===== config.mk =====
export PLATFORM = sky130hd
export DESIGN_NAME = syn_m_info
export DESIGN_NICKNAME = d
export VERILOG_FILES = /design/src/rtl/syn_info_pkg.sv /design/src/rtl/info_framer.sv /design/src/rtl/pps_sched.sv /design/src/rtl/syn_m_info.sv /design/src/rtl/tx_info_phy.sv /design/src/rtl/utc_sec_keeper.sv
export SDC_FILE = /design/constraint.sdc
export NUM_CORES = 1
export LEC_CHECK = 0
export ABC_AREA = 1
export BUFFER_PORTS_ARGS = -buffer_cell sky130_fd_sc_hd__buf_2
export CAP_MARGIN = 10
export CORE_MARGIN = 1
export CORE_UTILIZATION = 59
export CTS_CLUSTER_SIZE = 30
export DETAILED_ROUTE_END_ITERATION = 6
export GPL_TIMING_DRIVEN = 0
export MAX_ROUTING_LAYER = met4
export PLACE_DENSITY = 0.78
export SETUP_SLACK_MARGIN = 0.1
export SYNTH_ARGS = -nofsm -noshare
export SYNTH_HDL_FRONTEND = slang
export SYNTH_HIERARCHICAL = 1
export SYNTH_SLANG_ARGS = --single-unit

===== constraint.sdc =====
create_clock -name clk_sys -period 3.2 [get_ports clk_sys]
set_input_delay 0.16 -clock clk_sys [delete_from_list [all_inputs] [get_ports clk_sys]]
set_output_delay 0.16 -clock clk_sys [all_outputs]
set_load 0.1 [all_outputs]

===== src/rtl/syn_info_pkg.sv =====
// time sync link definitions
`default_nettype none

package syn_info_pkg;

	// ----------------------------------------
	// widths
	// ----------------------------------------

	// seconds count, both GPS and local UTC
	typedef logic [31:0] utc_sec_t;

	// one payload byte on the serial line
	typedef logic [7:0] tx_byte_t;

	// clocks per serial bit
	typedef logic [19:0] bit_period_t;

	// ----------------------------------------
	// framer to phy
	// ----------------------------------------

	typedef struct packed {
		logic     valid;
		tx_byte_t data;
	} tx_req_s;

	// one credit back per finished byte
	typedef struct packed {
		logic ret;
	} tx_credit_s;

	// ----------------------------------------
	// constants
	// ----------------------------------------

	// GPS seconds must be strictly above this to be trusted
	parameter utc_sec_t GPS_VALID_MIN = 32'h00B70000;

	// bytes per broadcast frame
	parameter int INFO_BYTES = 4;

endpackage

`default_nettype wire


===== src/rtl/info_framer.sv =====
// seconds frame builder
`default_nettype none

module info_framer #(
	parameter int TX_DEPTH = 2
) (
	input  logic                    clk_sys,
	input  logic                    rst_n,
	input  logic                    fire_info,
	input  syn_info_pkg::utc_sec_t   utc_sec,
	output syn_info_pkg::tx_req_s    tx_req,
	input  syn_info_pkg::tx_credit_s tx_credit
);

	import syn_info_pkg::*;

	localparam int CRD_W  = $clog2(TX_DEPTH + 1);
	localparam int IDX_W  = (INFO_BYTES > 1) ? $clog2(INFO_BYTES) : 1;
	localparam int BYTE_W = $bits(tx_byte_t);

	typedef enum logic [1:0] {
		IDLE,
		SEND,
		DRAIN
	} state_t;

	state_t           state;
	logic [IDX_W-1:0] byte_idx;
	logic [CRD_W-1:0] credit_cnt;
	utc_sec_t         sec_lat;
	logic             issue;
	logic             last_byte;
	logic             req_valid;
	tx_byte_t         req_data;

	// one byte per cycle while credits last
	assign issue     = (state == SEND) && (credit_cnt != '0);
	assign last_byte = byte_idx == IDX_W'(INFO_BYTES - 1);

	// ----------------------------------------
	// frame FSM
	// ----------------------------------------

	always_ff @(posedge clk_sys or negedge rst_n) begin
		if (!rst_n) begin
			state    <= IDLE;
			byte_idx <= '0;
		end else begin
			case (state)
				IDLE: begin
					if (fire_info) begin
						state    <= SEND;
						byte_idx <= '0;
					end
				end
				SEND: begin
					if (issue) begin
						byte_idx <= byte_idx + 1'b1;
						if (last_byte)
							state <= DRAIN;
					end
				end
				// frame is done once the phy has every credit back
				DRAIN: begin
					if (credit_cnt == CRD_W'(TX_DEPTH))
						state <= IDLE;
				end
				default: state <= IDLE;
			endcase
		end
	end

	// snapshot so a later pps cannot tear the frame
	always_ff @(posedge clk_sys) begin
		if ((state == IDLE) && fire_info)
			sec_lat <= utc_sec;
	end

	// ----------------------------------------
	// request and credits
	// ----------------------------------------

	always_ff @(posedge clk_sys or negedge rst_n) begin
		if (!rst_n)
			req_valid <= 1'b0;
		else
			req_valid <= issue;
	end

	// msb first
	always_ff @(posedge clk_sys) begin
		if (issue)
			req_data <= sec_lat[(INFO_BYTES - 1 - byte_idx) * BYTE_W +: BYTE_W];
	end

	assign tx_req.valid = req_valid;
	assign tx_req.data  = req_data;

	always_ff @(posedge clk_sys or negedge rst_n) begin
		if (!rst_n) begin
			credit_cnt <= CRD_W'(TX_DEPTH);
		end else begin
			case ({issue, tx_credit.ret})
				2'b10:   credit_cnt <= credit_cnt - 1'b1;
				2'b01:   credit_cnt <= credit_cnt + 1'b1;
				default: credit_cnt <= credit_cnt;
			endcase
		end
	end

	a_credit_max: assert property (@(posedge clk_sys) disable iff (!rst_n)
		credit_cnt <= CRD_W'(TX_DEPTH))
		else $error("credit count above TX_DEPTH");

	// idle means nothing left in flight at the phy
	a_credit_idle: assert property (@(posedge clk_sys) disable iff (!rst_n)
		tx_credit.ret |-> state != IDLE)
		else $error("credit returned while framer idle");

endmodule

`default_nettype wire


===== src/rtl/pps_sched.sv =====
// pps synchronizer and scheduler
`default_nettype none

module pps_sched #(
	parameter int INFO_DELAY = 64
) (
	input  logic clk_sys,
	input  logic rst_n,
	input  logic pps,
	output logic fire_sync,
	output logic fire_info
);

	localparam int CNT_W = (INFO_DELAY > 1) ? $clog2(INFO_DELAY) : 1;

	logic [1:0]       pps_sync;
	logic             pps_prev;
	logic             fire_sync_q;
	logic             armed;
	logic [CNT_W-1:0] delay_cnt;

	// two sync flops, then the edge register
	always_ff @(posedge clk_sys or negedge rst_n) begin
		if (!rst_n) begin
			pps_sync    <= 2'b00;
			pps_prev    <= 1'b0;
			fire_sync_q <= 1'b0;
		end else begin
			pps_sync    <= {pps_sync[0], pps};
			pps_prev    <= pps_sync[1];
			fire_sync_q <= pps_sync[1] & ~pps_prev;
		end
	end

	// ----------------------------------------
	// info delay
	// ----------------------------------------

	// a new edge reloads the count even mid-delay
	always_ff @(posedge clk_sys or negedge rst_n) begin
		if (!rst_n) begin
			armed     <= 1'b0;
			delay_cnt <= '0;
		end else if (fire_sync_q) begin
			armed     <= 1'b1;
			delay_cnt <= CNT_W'(INFO_DELAY - 1);
		end else if (armed) begin
			if (delay_cnt == '0)
				armed <= 1'b0;
			else
				delay_cnt <= delay_cnt - 1'b1;
		end
	end

	assign fire_sync = fire_sync_q;
	assign fire_info = armed && (delay_cnt == '0);

	// pps edges are never expected to land exactly on a pending broadcast
	a_fire_excl: assert property (@(posedge clk_sys) disable iff (!rst_n)
		!(fire_sync && fire_info))
		else $error("fire_sync and fire_info in the same cycle");

endmodule

`default_nettype wire


===== src/rtl/syn_m_info.sv =====
// time sync master top
`default_nettype none

module syn_m_info #(
	parameter syn_info_pkg::bit_period_t BIT_PERIOD = 20'd10,
	parameter int                        INFO_DELAY = 64,
	parameter int                        TX_DEPTH   = 2
) (
	input  logic                  clk_sys,
	input  logic                  rst_n,
	input  logic                  pps,
	input  syn_info_pkg::utc_sec_t utc_sec_gps,
	output logic                  tx_info,
	output syn_info_pkg::utc_sec_t utc_sec
);

	import syn_info_pkg::*;

	logic       fire_sync;
	logic       fire_info;
	tx_req_s    tx_req;
	tx_credit_s tx_credit;

	// ----------------------------------------
	// pulse path
	// ----------------------------------------

	pps_sched #(
		.INFO_DELAY(INFO_DELAY)
	) u_pps_sched (
		.clk_sys  (clk_sys),
		.rst_n    (rst_n),
		.pps      (pps),
		.fire_sync(fire_sync),
		.fire_info(fire_info)
	);

	utc_sec_keeper u_utc_sec_keeper (
		.clk_sys    (clk_sys),
		.rst_n      (rst_n),
		.fire_sync  (fire_sync),
		.utc_sec_gps(utc_sec_gps),
		.utc_sec    (utc_sec)
	);

	// ----------------------------------------
	// broadcast path
	// ----------------------------------------

	// credit count tracks the phy buffer depth
	info_framer #(
		.TX_DEPTH(TX_DEPTH)
	) u_info_framer (
		.clk_sys  (clk_sys),
		.rst_n    (rst_n),
		.fire_info(fire_info),
		.utc_sec  (utc_sec),
		.tx_req   (tx_req),
		.tx_credit(tx_credit)
	);

	tx_info_phy #(
		.BIT_PERIOD(BIT_PERIOD),
		.TX_DEPTH  (TX_DEPTH)
	) u_tx_info_phy (
		.clk_sys  (clk_sys),
		.rst_n    (rst_n),
		.tx_req   (tx_req),
		.tx_credit(tx_credit),
		.tx       (tx_info)
	);

endmodule

`default_nettype wire


===== src/rtl/tx_info_phy.sv =====
// serial byte transmitter
`default_nettype none

module tx_info_phy #(
	parameter syn_info_pkg::bit_period_t BIT_PERIOD = 20'd10,
	parameter int                        TX_DEPTH   = 2
) (
	input  logic                    clk_sys,
	input  logic                    rst_n,
	input  syn_info_pkg::tx_req_s    tx_req,
	output syn_info_pkg::tx_credit_s tx_credit,
	output logic                    tx
);

	import syn_info_pkg::*;

	localparam int PTR_W      = (TX_DEPTH > 1) ? $clog2(TX_DEPTH) : 1;
	localparam int CNT_W      = $clog2(TX_DEPTH + 1);
	localparam int FRAME_BITS = $bits(tx_byte_t) + 2;
	localparam int BIDX_W     = $clog2(FRAME_BITS);

	tx_byte_t            fifo_mem [TX_DEPTH];
	logic [PTR_W-1:0]    wr_ptr;
	logic [PTR_W-1:0]    rd_ptr;
	logic [CNT_W-1:0]    fifo_cnt;
	logic                push;
	logic                pop;
	logic                busy;
	bit_period_t         bit_cnt;
	logic [BIDX_W-1:0]   bit_idx;
	logic [FRAME_BITS-1:0] frame_sh;
	logic                bit_end;
	logic                byte_done;
	logic                credit_q;

	function automatic logic [PTR_W-1:0] ptr_next(input logic [PTR_W-1:0] p);
		return (p == PTR_W'(TX_DEPTH - 1)) ? '0 : p + 1'b1;
	endfunction

	// ----------------------------------------
	// byte FIFO
	// ----------------------------------------

	assign push = tx_req.valid;

	always_ff @(posedge clk_sys) begin
		if (push)
			fifo_mem[wr_ptr] <= tx_req.data;
	end

	always_ff @(posedge clk_sys or negedge rst_n) begin
		if (!rst_n) begin
			wr_ptr   <= '0;
			rd_ptr   <= '0;
			fifo_cnt <= '0;
		end else begin
			if (push)
				wr_ptr <= ptr_next(wr_ptr);
			if (pop)
				rd_ptr <= ptr_next(rd_ptr);
			fifo_cnt <= fifo_cnt + CNT_W'(push) - CNT_W'(pop);
		end
	end

	// ----------------------------------------
	// serializer
	// ----------------------------------------

	assign bit_end   = busy && (bit_cnt == BIT_PERIOD - bit_period_t'(1));
	assign byte_done = bit_end && (bit_idx == BIDX_W'(FRAME_BITS - 1));
	// reload right at the stop bit end, so no idle gap between bytes
	assign pop       = (!busy || byte_done) && (fifo_cnt != '0);

	always_ff @(posedge clk_sys or negedge rst_n) begin
		if (!rst_n) begin
			busy     <= 1'b0;
			bit_cnt  <= '0;
			bit_idx  <= '0;
			frame_sh <= '1;
			credit_q <= 1'b0;
		end else begin
			credit_q <= byte_done;
			if (pop) begin
				busy     <= 1'b1;
				bit_cnt  <= '0;
				bit_idx  <= '0;
				// stop, data lsb first, start
				frame_sh <= {1'b1, fifo_mem[rd_ptr], 1'b0};
			end else if (byte_done) begin
				busy     <= 1'b0;
				bit_cnt  <= '0;
				frame_sh <= '1;
			end else if (bit_end) begin
				bit_cnt  <= '0;
				bit_idx  <= bit_idx + 1'b1;
				frame_sh <= {1'b1, frame_sh[FRAME_BITS-1:1]};
			end else if (busy) begin
				bit_cnt <= bit_cnt + bit_period_t'(1);
			end
		end
	end

	assign tx            = frame_sh[0];
	assign tx_credit.ret = credit_q;

	// the framer's credits must keep it from overrunning the FIFO
	a_no_overflow: assert property (@(posedge clk_sys) disable iff (!rst_n)
		tx_req.valid |-> fifo_cnt != CNT_W'(TX_DEPTH))
		else $error("byte received with FIFO full");

endmodule

`default_nettype wire


===== src/rtl/utc_sec_keeper.sv =====
// UTC seconds keeper
`default_nettype none

module utc_sec_keeper (
	input  logic                  clk_sys,
	input  logic                  rst_n,
	input  logic                  fire_sync,
	input  syn_info_pkg::utc_sec_t utc_sec_gps,
	output syn_info_pkg::utc_sec_t utc_sec
);

	import syn_info_pkg::*;

	utc_sec_t gps_old;
	logic     gps_plausible;
	logic     gps_fresh;
	logic     reload;

	// ----------------------------------------
	// GPS qualification
	// ----------------------------------------

	// value seen at the previous pulse
	always_ff @(posedge clk_sys or negedge rst_n) begin
		if (!rst_n)
			gps_old <= '0;
		else if (fire_sync)
			gps_old <= utc_sec_gps;
	end

	assign gps_plausible = utc_sec_gps > GPS_VALID_MIN;
	assign gps_fresh     = utc_sec_gps != gps_old;

	// stale or implausible GPS falls back to free running
	assign reload = gps_plausible && gps_fresh;

	// ----------------------------------------
	// seconds register
	// ----------------------------------------

	always_ff @(posedge clk_sys or negedge rst_n) begin
		if (!rst_n) begin
			utc_sec <= '0;
		end else if (fire_sync) begin
			if (reload)
				// one second of link delay added on load
				utc_sec <= utc_sec_gps + utc_sec_t'(1);
			else
				utc_sec <= utc_sec + utc_sec_t'(1);
		end
	end

	// GPS value has to be resolved whenever it is sampled
	a_gps_known: assert property (@(posedge clk_sys) disable iff (!rst_n)
		fire_sync |-> !$isunknown(utc_sec_gps))
		else $error("utc_sec_gps unknown at fire_sync");

endmodule

`default_nettype wire


==> impl_metrics.yaml, run 1 <==
run_status:
  outcome: "complete, no violations"
critical_path:
  critPathMaxStageDelay_ns: 0.55
  cp_max_fo: 10
  crit_required_ns: 3.52
  crit_type: "in -> reg"
  crit_arrival_ns: 3.32
  critPathSlowestCell: "dlygate4sd3_1"
  endpoint_kind: "flip-flop"
  cp_common_cell: "nand2_1"
  path_cells: "dlygate4sd3_1 -> buf_2 -> xnor2_1 -> nand2_1 -> nor2_1 -> nand2_1 -> nor2_1 -> nand2_2 -> nand2_4 -> buf_12 -> o21ai_2 -> inv_1 -> ha_1 -> nand3_1 -> nor2_4 -> nand2_1 -> nor2_1 -> nand2_1 -> nand3_1 -> nand2_1"
  startpoint_type: "primary input"
  crit_family: "simple AND/OR/NAND/NOR gates"
  r2r_setup_slack_ns: 0.24
  critPathBufInv: 4
grt:
  grt_pass1_wl_um: 40200
  grt_start_max_net_pins: 88
  grt-ovfl-total: 0
  antenna_found_initial: 0
  grt_pass1_vias: 8283
  grtUsageTotal_pct: 30.5
clocking:
  cts_tree: "built"
  cts_sinks: 177
  cts.clk_slew.worst_paths_ns: 0.07
  tritoncts.num_buffers: 17
  postCtsSetupBuffers: 0
  clock_path_buffers: 2
  cts-htree-levels: 4
  clk_latency_ns: 0.43
  cts_resized: 0
  root_buffer: "clkbuf_16"
logic_synthesis:
  synth.distinct_cells: 47
  synth_edf_count: 56
  synth_common_cells: "nand2_1, inv_1, nor2_1, dfrtp_1, nand3_1"
  synthTopCellsByArea: "dfrtp_1, edfxtp_1, nand2_1"
  syn_inst: 1264
  syn_area_per_cell_sq_um: 7.88
  synth_top_area_share_pct: 27.9
  ys_seq_area_share_pct: 47.4
  ys_ff_latch: 177
  async_reset_ff_share_pct: 68.4
  ys_warn_count: 6
  synth_most_common_cell: "nand2_1"
  synthFlopType: "dfrtp_1"
  synth_nets: 1309
  synthesis.area_sq_um: 9950
  synth.largest_area_cell: "dfrtp_1"
sta:
  finClkSkew_ns: 0.00941
  slew_viol_final: 0
  rsz0062_at_grt: "no"
  period_minus_slack_ns: 3.00
  setup_violations: 0
  max_slew_margin_pct: 24.4
  hold_violations: 0
  tightest_slew_ns: 1.13
  fin_tns_setup_ns: 0
  fmax_ghz: 0.333
  period_share_pct: 93.8
  hold_slack_ns: 0.0279
power_and_ir_drop:
  leakagePower_nw: 5.39
  powerDensity_nw_per_um2: 508
  ir_worst_vdd_v: 0.000391
  power_mw: 5.80
final_layout:
  syn_to_final_growth_pct: 14.8
  instances_no_fill: 1605
  n_antenna_cell: 0
  finalNetCount: 1417
  drive_gt1_share_pct: 15.1
  seq_area_sq_um: 4720
  num-fill-cells: 1327
  multi_input_area_sq_um: 4460
route:
  drt.antenna.violating_nets: 0
  vias: 8566
  routed_wirelength_um: 24300
  wl_per_cell_um: 15.2
  drcViolationCount: 0
  dr.first_iter.drc_count: 616
  drt-pass1-iter-count: 5
  viasPerCell: 5.34
place:
  io_buffers: 67
  dp_hpwl_um: 18000
  gp_congestion: 0.947
  dp.cells: 1552
floorplan:
  num_io_pins: 68
  core_sq_um: 16500
  die_x_um: 132
  start_util_pct: 60.2
  num_rows: 47
  dieArea_sq_um: 17400
  die_height_um: 132
flow_run:
  maxCapViolations: 0
hold_path:
  min_path_type: "in -> reg"
path summary, 6_finish.rpt:
kind / startpoint / end / cells past startpoint
worst min-delay path: utc_sec_gps[28] / u_utc_sec_keeper/gps_old[28]$_DFFE_PN0P_ / 3
min in group asynchronous: rst_n / u_tx_info_phy/bit_cnt[12]$_DFFE_PN0P_ / 2
worst max-delay path: utc_sec_gps[27] / u_utc_sec_keeper/utc_sec[20]$_DFFE_PN0P_ / 20
worst min register to register: u_pps_sched/pps_sync[0]$_DFF_PN0_ / u_pps_sched/pps_sync[1]$_DFF_PN0_ / 0
worst max register to register: u_utc_sec_keeper/gps_old[26]$_DFFE_PN0P_ / u_utc_sec_keeper/utc_sec[20]$_DFFE_PN0P_ / 18
max in group asynchronous: rst_n / u_utc_sec_keeper/utc_sec[27]$_DFFE_PN0P_ / 3
final cells by class:
| cell class | count | share of cell area (%) |
|---|---|---|
| plain buffers | 38 | 2.21 |
| inverters | 139 | 4.59 |
| clock inverters | 14 | 1.67 |
| flip-flops and latches | 177 | 41.3 |
| well taps | 220 | 2.41 |
| repair buffers | 89 | 5.07 |
| clock buffers | 18 | 3.75 |
| multi-input cells | 910 | 39.0 |
routing by layer:
metal | wire, um | track usage [%]
met4 | 813 | 14.0
met3 | 1000 | 4.73
met1 | 10200 | 35.6
met2 | 12400 | 51.9
met5 | 0 | -
cell families (layout without fill, tap and decap cells):
group	after synthesis	count (layout)	synth area share (%)
simple gates	751	751	33.3
mux	7	7	0.704
compound gates	102	102	6.01
buf+inv	177	298	7.81
flops	177	177	47.4
xor+xnor	40	40	3.52
fa+ha+maj	10	10	1.26
layout by cell type (no fill, tap or decap), types with 8 or more instances in the layout:
| cell | n |
|---|---|
| nand4_1 | 13 |
| xor2_1 | 14 |
| a31oi_1 | 9 |
| clkbuf_16 | 17 |
| nand2_1 | 440 |
| inv_1 | 132 |
| o22ai_1 | 9 |
| nand3_1 | 103 |
| nand2_2 | 20 |
| buf_2 | 75 |
| ha_1 | 10 |
| nor2_1 | 125 |
| o21ai_2 | 8 |
| dfrtp_1 | 111 |
| clkbuf_1 | 14 |
| dfstp_2 | 10 |
| o21ai_0 | 53 |
| edfxtp_1 | 56 |
| xnor2_1 | 26 |
| o211ai_1 | 8 |
| dlygate4sd3_1 | 21 |
| nor2_2 | 16 |
power by group:
part           internal (mW)  switching (mW)
registers               2.47           0.142
logic                  0.244           0.755
clock network           1.26           0.935
worst min-delay path, delay by kind of cell:
kind | cells | cell delay [ns]
buffers and inverters | 1 | 0.13
AOI/OAI and AO/OA | 1 | 0.07
and+or+nand+nor | 1 | 0.05
through the flow:
step | utilization (%) | setup WS [ns] | cell area, sq um
finish | 69.2 | 0.199 | 11400
CTS | 69.2 | 0.304 | 11400
floorplan | - | 0.894 | 9950
global placement | 63.9 | 0.344 | 10600
detailed placement | 64.1 | 0.351 | 10600
global route | 69.2 | 0.101 | 11400
state kept, by name (all words and copies together), names as in the netlist, 2 cells and up:
signal / flops
u_info_framer/byte_idx: 2
u_info_framer/credit_cnt: 2
u_info_framer/req_data: 8
u_info_framer/sec_lat: 32
u_info_framer/state: 2
u_pps_sched/delay_cnt: 6
u_pps_sched/pps_sync: 2
u_tx_info_phy/bit_cnt: 20
u_tx_info_phy/bit_idx: 4
u_tx_info_phy/fifo_cnt: 2
u_tx_info_phy/fifo_mem: 16
u_tx_info_phy/frame_sh: 9
u_utc_sec_keeper/gps_old: 32
u_utc_sec_keeper/utc_sec: 32
timing repair:
| item | 4_1_cts | 5_1_grt |
|---|---|---|
| setup endpoints to repair | 0 | 1 |
| hold buffers | 21 | 0 |
| hold endpoints to repair | 54 | 0 |
(Power assumes the default switching activity.)
==> inputs of run 2 (changes only) <==
--- a/config.mk
+++ b/config.mk
@@ -14,7 +14,7 @@
 export DETAILED_ROUTE_END_ITERATION = 6
 export GPL_TIMING_DRIVEN = 0
 export MAX_ROUTING_LAYER = met4
-export PLACE_DENSITY = 0.78
+export PLACE_DENSITY_LB_ADDON = 0.2
 export SETUP_SLACK_MARGIN = 0.1
 export SYNTH_ARGS = -nofsm -noshare
 export SYNTH_HDL_FRONTEND = slang
==> impl_metrics.yaml, run 2 (synthesized netlist as in run 1, its figures left out) <==
run_status:
  outcome: "complete, no violations"
critical_path:
  crit_arrival_ns: 3.19
  crit_required_ns: 3.52
  cp_common_cell: "nand2_1"
  path_cells: "dlygate4sd3_1 -> buf_2 -> xnor2_1 -> nand2_1 -> nor2_1 -> nand2_1 -> nor2_2 -> nand2_2 -> nand2_4 -> buf_12 -> o21ai_2 -> inv_1 -> ha_1 -> nand2_1 -> nor2_2 -> nand2_1 -> nor2_4 -> nand2_1 -> nand2_1 -> nand2_1 -> nand2_1 -> nand2_1"
  r2r_setup_slack_ns: 0.37
  crit_type: "in -> reg"
  r2r-start: "u_utc_sec_keeper/gps_old[26]$_DFFE_PN0P_"
  critPathSlowestCell: "dlygate4sd3_1"
  endpoint_kind: "flip-flop"
  r2r_cells: 20
  critPathMaxStageDelay_ns: 0.54
  crit_family: "simple AND/OR/NAND/NOR gates"
  cp_max_fo: 10
  startpoint_type: "primary input"
  critPathBufInv: 4
  timing.rr.end: "u_utc_sec_keeper/utc_sec[30]$_DFFE_PN0P_"
grt:
  grt_start_max_net_pins: 90
  grt-ovfl-total: 0
  antenna_found_initial: 0
  grt_pass1_vias: 8201
  grtUsageTotal_pct: 30.4
  grt_pass1_wl_um: 39800
route:
  routed-wl-met3_um: 938
  drt.antenna.violating_nets: 0
  wl_met1_um: 10100
  viasPerCell: 5.31
  drt-pass1-iter-count: 6
  routed.top_layer: "met4"
  vias: 8519
  routed_wirelength_um: 24400
  wl_met2_um: 12600
  wl_per_cell_um: 15.2
  dr.first_iter.drc_count: 496
  drcViolationCount: 0
final_layout:
  finalNetCount: 1416
  most-common-layout-cells: "nand2_1, inv_1, nor2_1, dfrtp_1, nand3_1"
  num-fill-cells: 1344
  instances_no_fill: 1604
  n_antenna_cell: 0
  largestRegisters: "u_info_framer/sec_lat x32, u_utc_sec_keeper/gps_old x32, u_utc_sec_keeper/utc_sec x32"
  final_common_cell: "nand2_1"
  syn_to_final_growth_pct: 14.3
  final_core_util_pct: 68.9
  drive_gt1_share_pct: 15.1
flow_run:
  maxCapViolations: 0
hold_path:
  min_path_type: "in -> reg"
  min_to: "u_utc_sec_keeper/gps_old[5]$_DFFE_PN0P_"
  min_from: "utc_sec_gps[5]"
  hold_depth: 3
sta:
  finClkSkew_ns: 0.00843
  period_share_pct: 89.5
  hold_violations: 0
  max_slew_margin_pct: 24.7
  period_minus_slack_ns: 2.87
  tightest_slew_ns: 1.13
  layout_setup_ws_ns: 0.335
  hold_slack_ns: 0.0281
  fin_tns_setup_ns: 0
  setup_violations: 0
  fmax_ghz: 0.349
  rsz0062_at_grt: "no"
  slew_viol_final: 0
floorplan:
  num_io_pins: 68
  die_height_um: 132
  core_sq_um: 16500
  die_x_um: 132
  start_util_pct: 60.2
  num_rows: 47
  dieArea_sq_um: 17400
clocking:
  cts.clk_slew.worst_paths_ns: 0.07
  clk_latency_ns: 0.43
  cts-htree-levels: 4
  tritoncts.num_buffers: 17
  cts_sinks: 177
  clock_path_buffers: 2
  cts_tree: "built"
  root_buffer: "clkbuf_16"
place:
  dp.cells: 1552
  pre_cts_ws_ns: 0.354
  dp_hpwl_um: 18000
  gp_congestion: 0.941
  io_buffers: 67
power_and_ir_drop:
  ir_worst_vdd_v: 0.000411
  leakagePower_nw: 5.36
  powerDensity_nw_per_um2: 495
run 2: cell types whose count changed in the layout (fill, tap and decap cells not counted), sizes merged:
cell,before,now
inv,147,142
clkbuf,31,32
dlygate4sd3,21,20
clkinvlp,2,3
clkinv,1,6
bufinv,3,1
run 2: where the power goes:
group	total [mW]	internal, mW	switching, mW
Sequential	2.61	2.47	0.140
Combinational	0.990	0.243	0.747
Clock	2.03	1.11	0.926
Total	5.63	3.82	1.81
run 2: layout make-up:
| cell class | instances | area [sq um] | share of cell area (%) |
|---|---|---|---|
| Buffer | 38 | 253 | 2.22 |
| Inverter | 139 | 524 | 4.61 |
| Tap cell | 220 | 275 | 2.42 |
| Clock buffer | 19 | 443 | 3.89 |
| Timing Repair Buffer | 88 | 569 | 5.00 |
| Multi-Input combinational cell | 910 | 4460 | 39.2 |
| Sequential cell | 177 | 4720 | 41.5 |
| Clock inverter | 13 | 131 | 1.15 |
run 2: worst max-delay path by stage:
stage	start	end	slack [ns]	cells after the start
3_5_place_dp	u_utc_sec_keeper/gps_old[25]$_DFFE_PN0P_	u_utc_sec_keeper/utc_sec[30]$_DFFE_PN0P_	0.35	20
2_1_floorplan	u_utc_sec_keeper/gps_old[19]$_DFFE_PN0P_	u_utc_sec_keeper/utc_sec[30]$_DFFE_PN0P_	0.89	22
4_1_cts	utc_sec_gps[25]	u_utc_sec_keeper/utc_sec[30]$_DFFE_PN0P_	0.30	22
5_1_grt	utc_sec_gps[20]	u_utc_sec_keeper/utc_sec[30]$_DFFE_PN0P_	0.14	24
6_report	utc_sec_gps[25]	u_utc_sec_keeper/utc_sec[30]$_DFFE_PN0P_	0.33	22
3_3_place_gp	rst_n	u_utc_sec_keeper/gps_old[24]$_DFFE_PN0P_	0.35	1
run 2: metrics by stage:
stage,instance area (sq um),power [mW]
global route,11400,5.85
finish,11400,5.63
floorplan,9950,3.36
global placement,10600,3.60
CTS,11400,5.67
detailed placement,10600,3.62
run 2: worst min-delay path, delay by kind of cell:
family / cells / cell delay [ns]
and+or+nand+nor: 1 / 0.06
AOI/OAI and AO/OA: 1 / 0.07
buffers and inverters: 1 / 0.12
run 2: metal layers:
metal	track usage, %	vias up
li1	-	4241
met1	35.8	3963
met2	52.3	266
met3	4.23	49
met4	12.9	0
met5	-	-
run 2: what timing repair did:
item | in CTS | in global routing
endpoints found under the setup margin | 0 | 5
hold endpoints to repair | 51 | 0
buffers inserted | 0 | 0
hold buffers | 20 | 0
gates resized for setup | 0 | 2
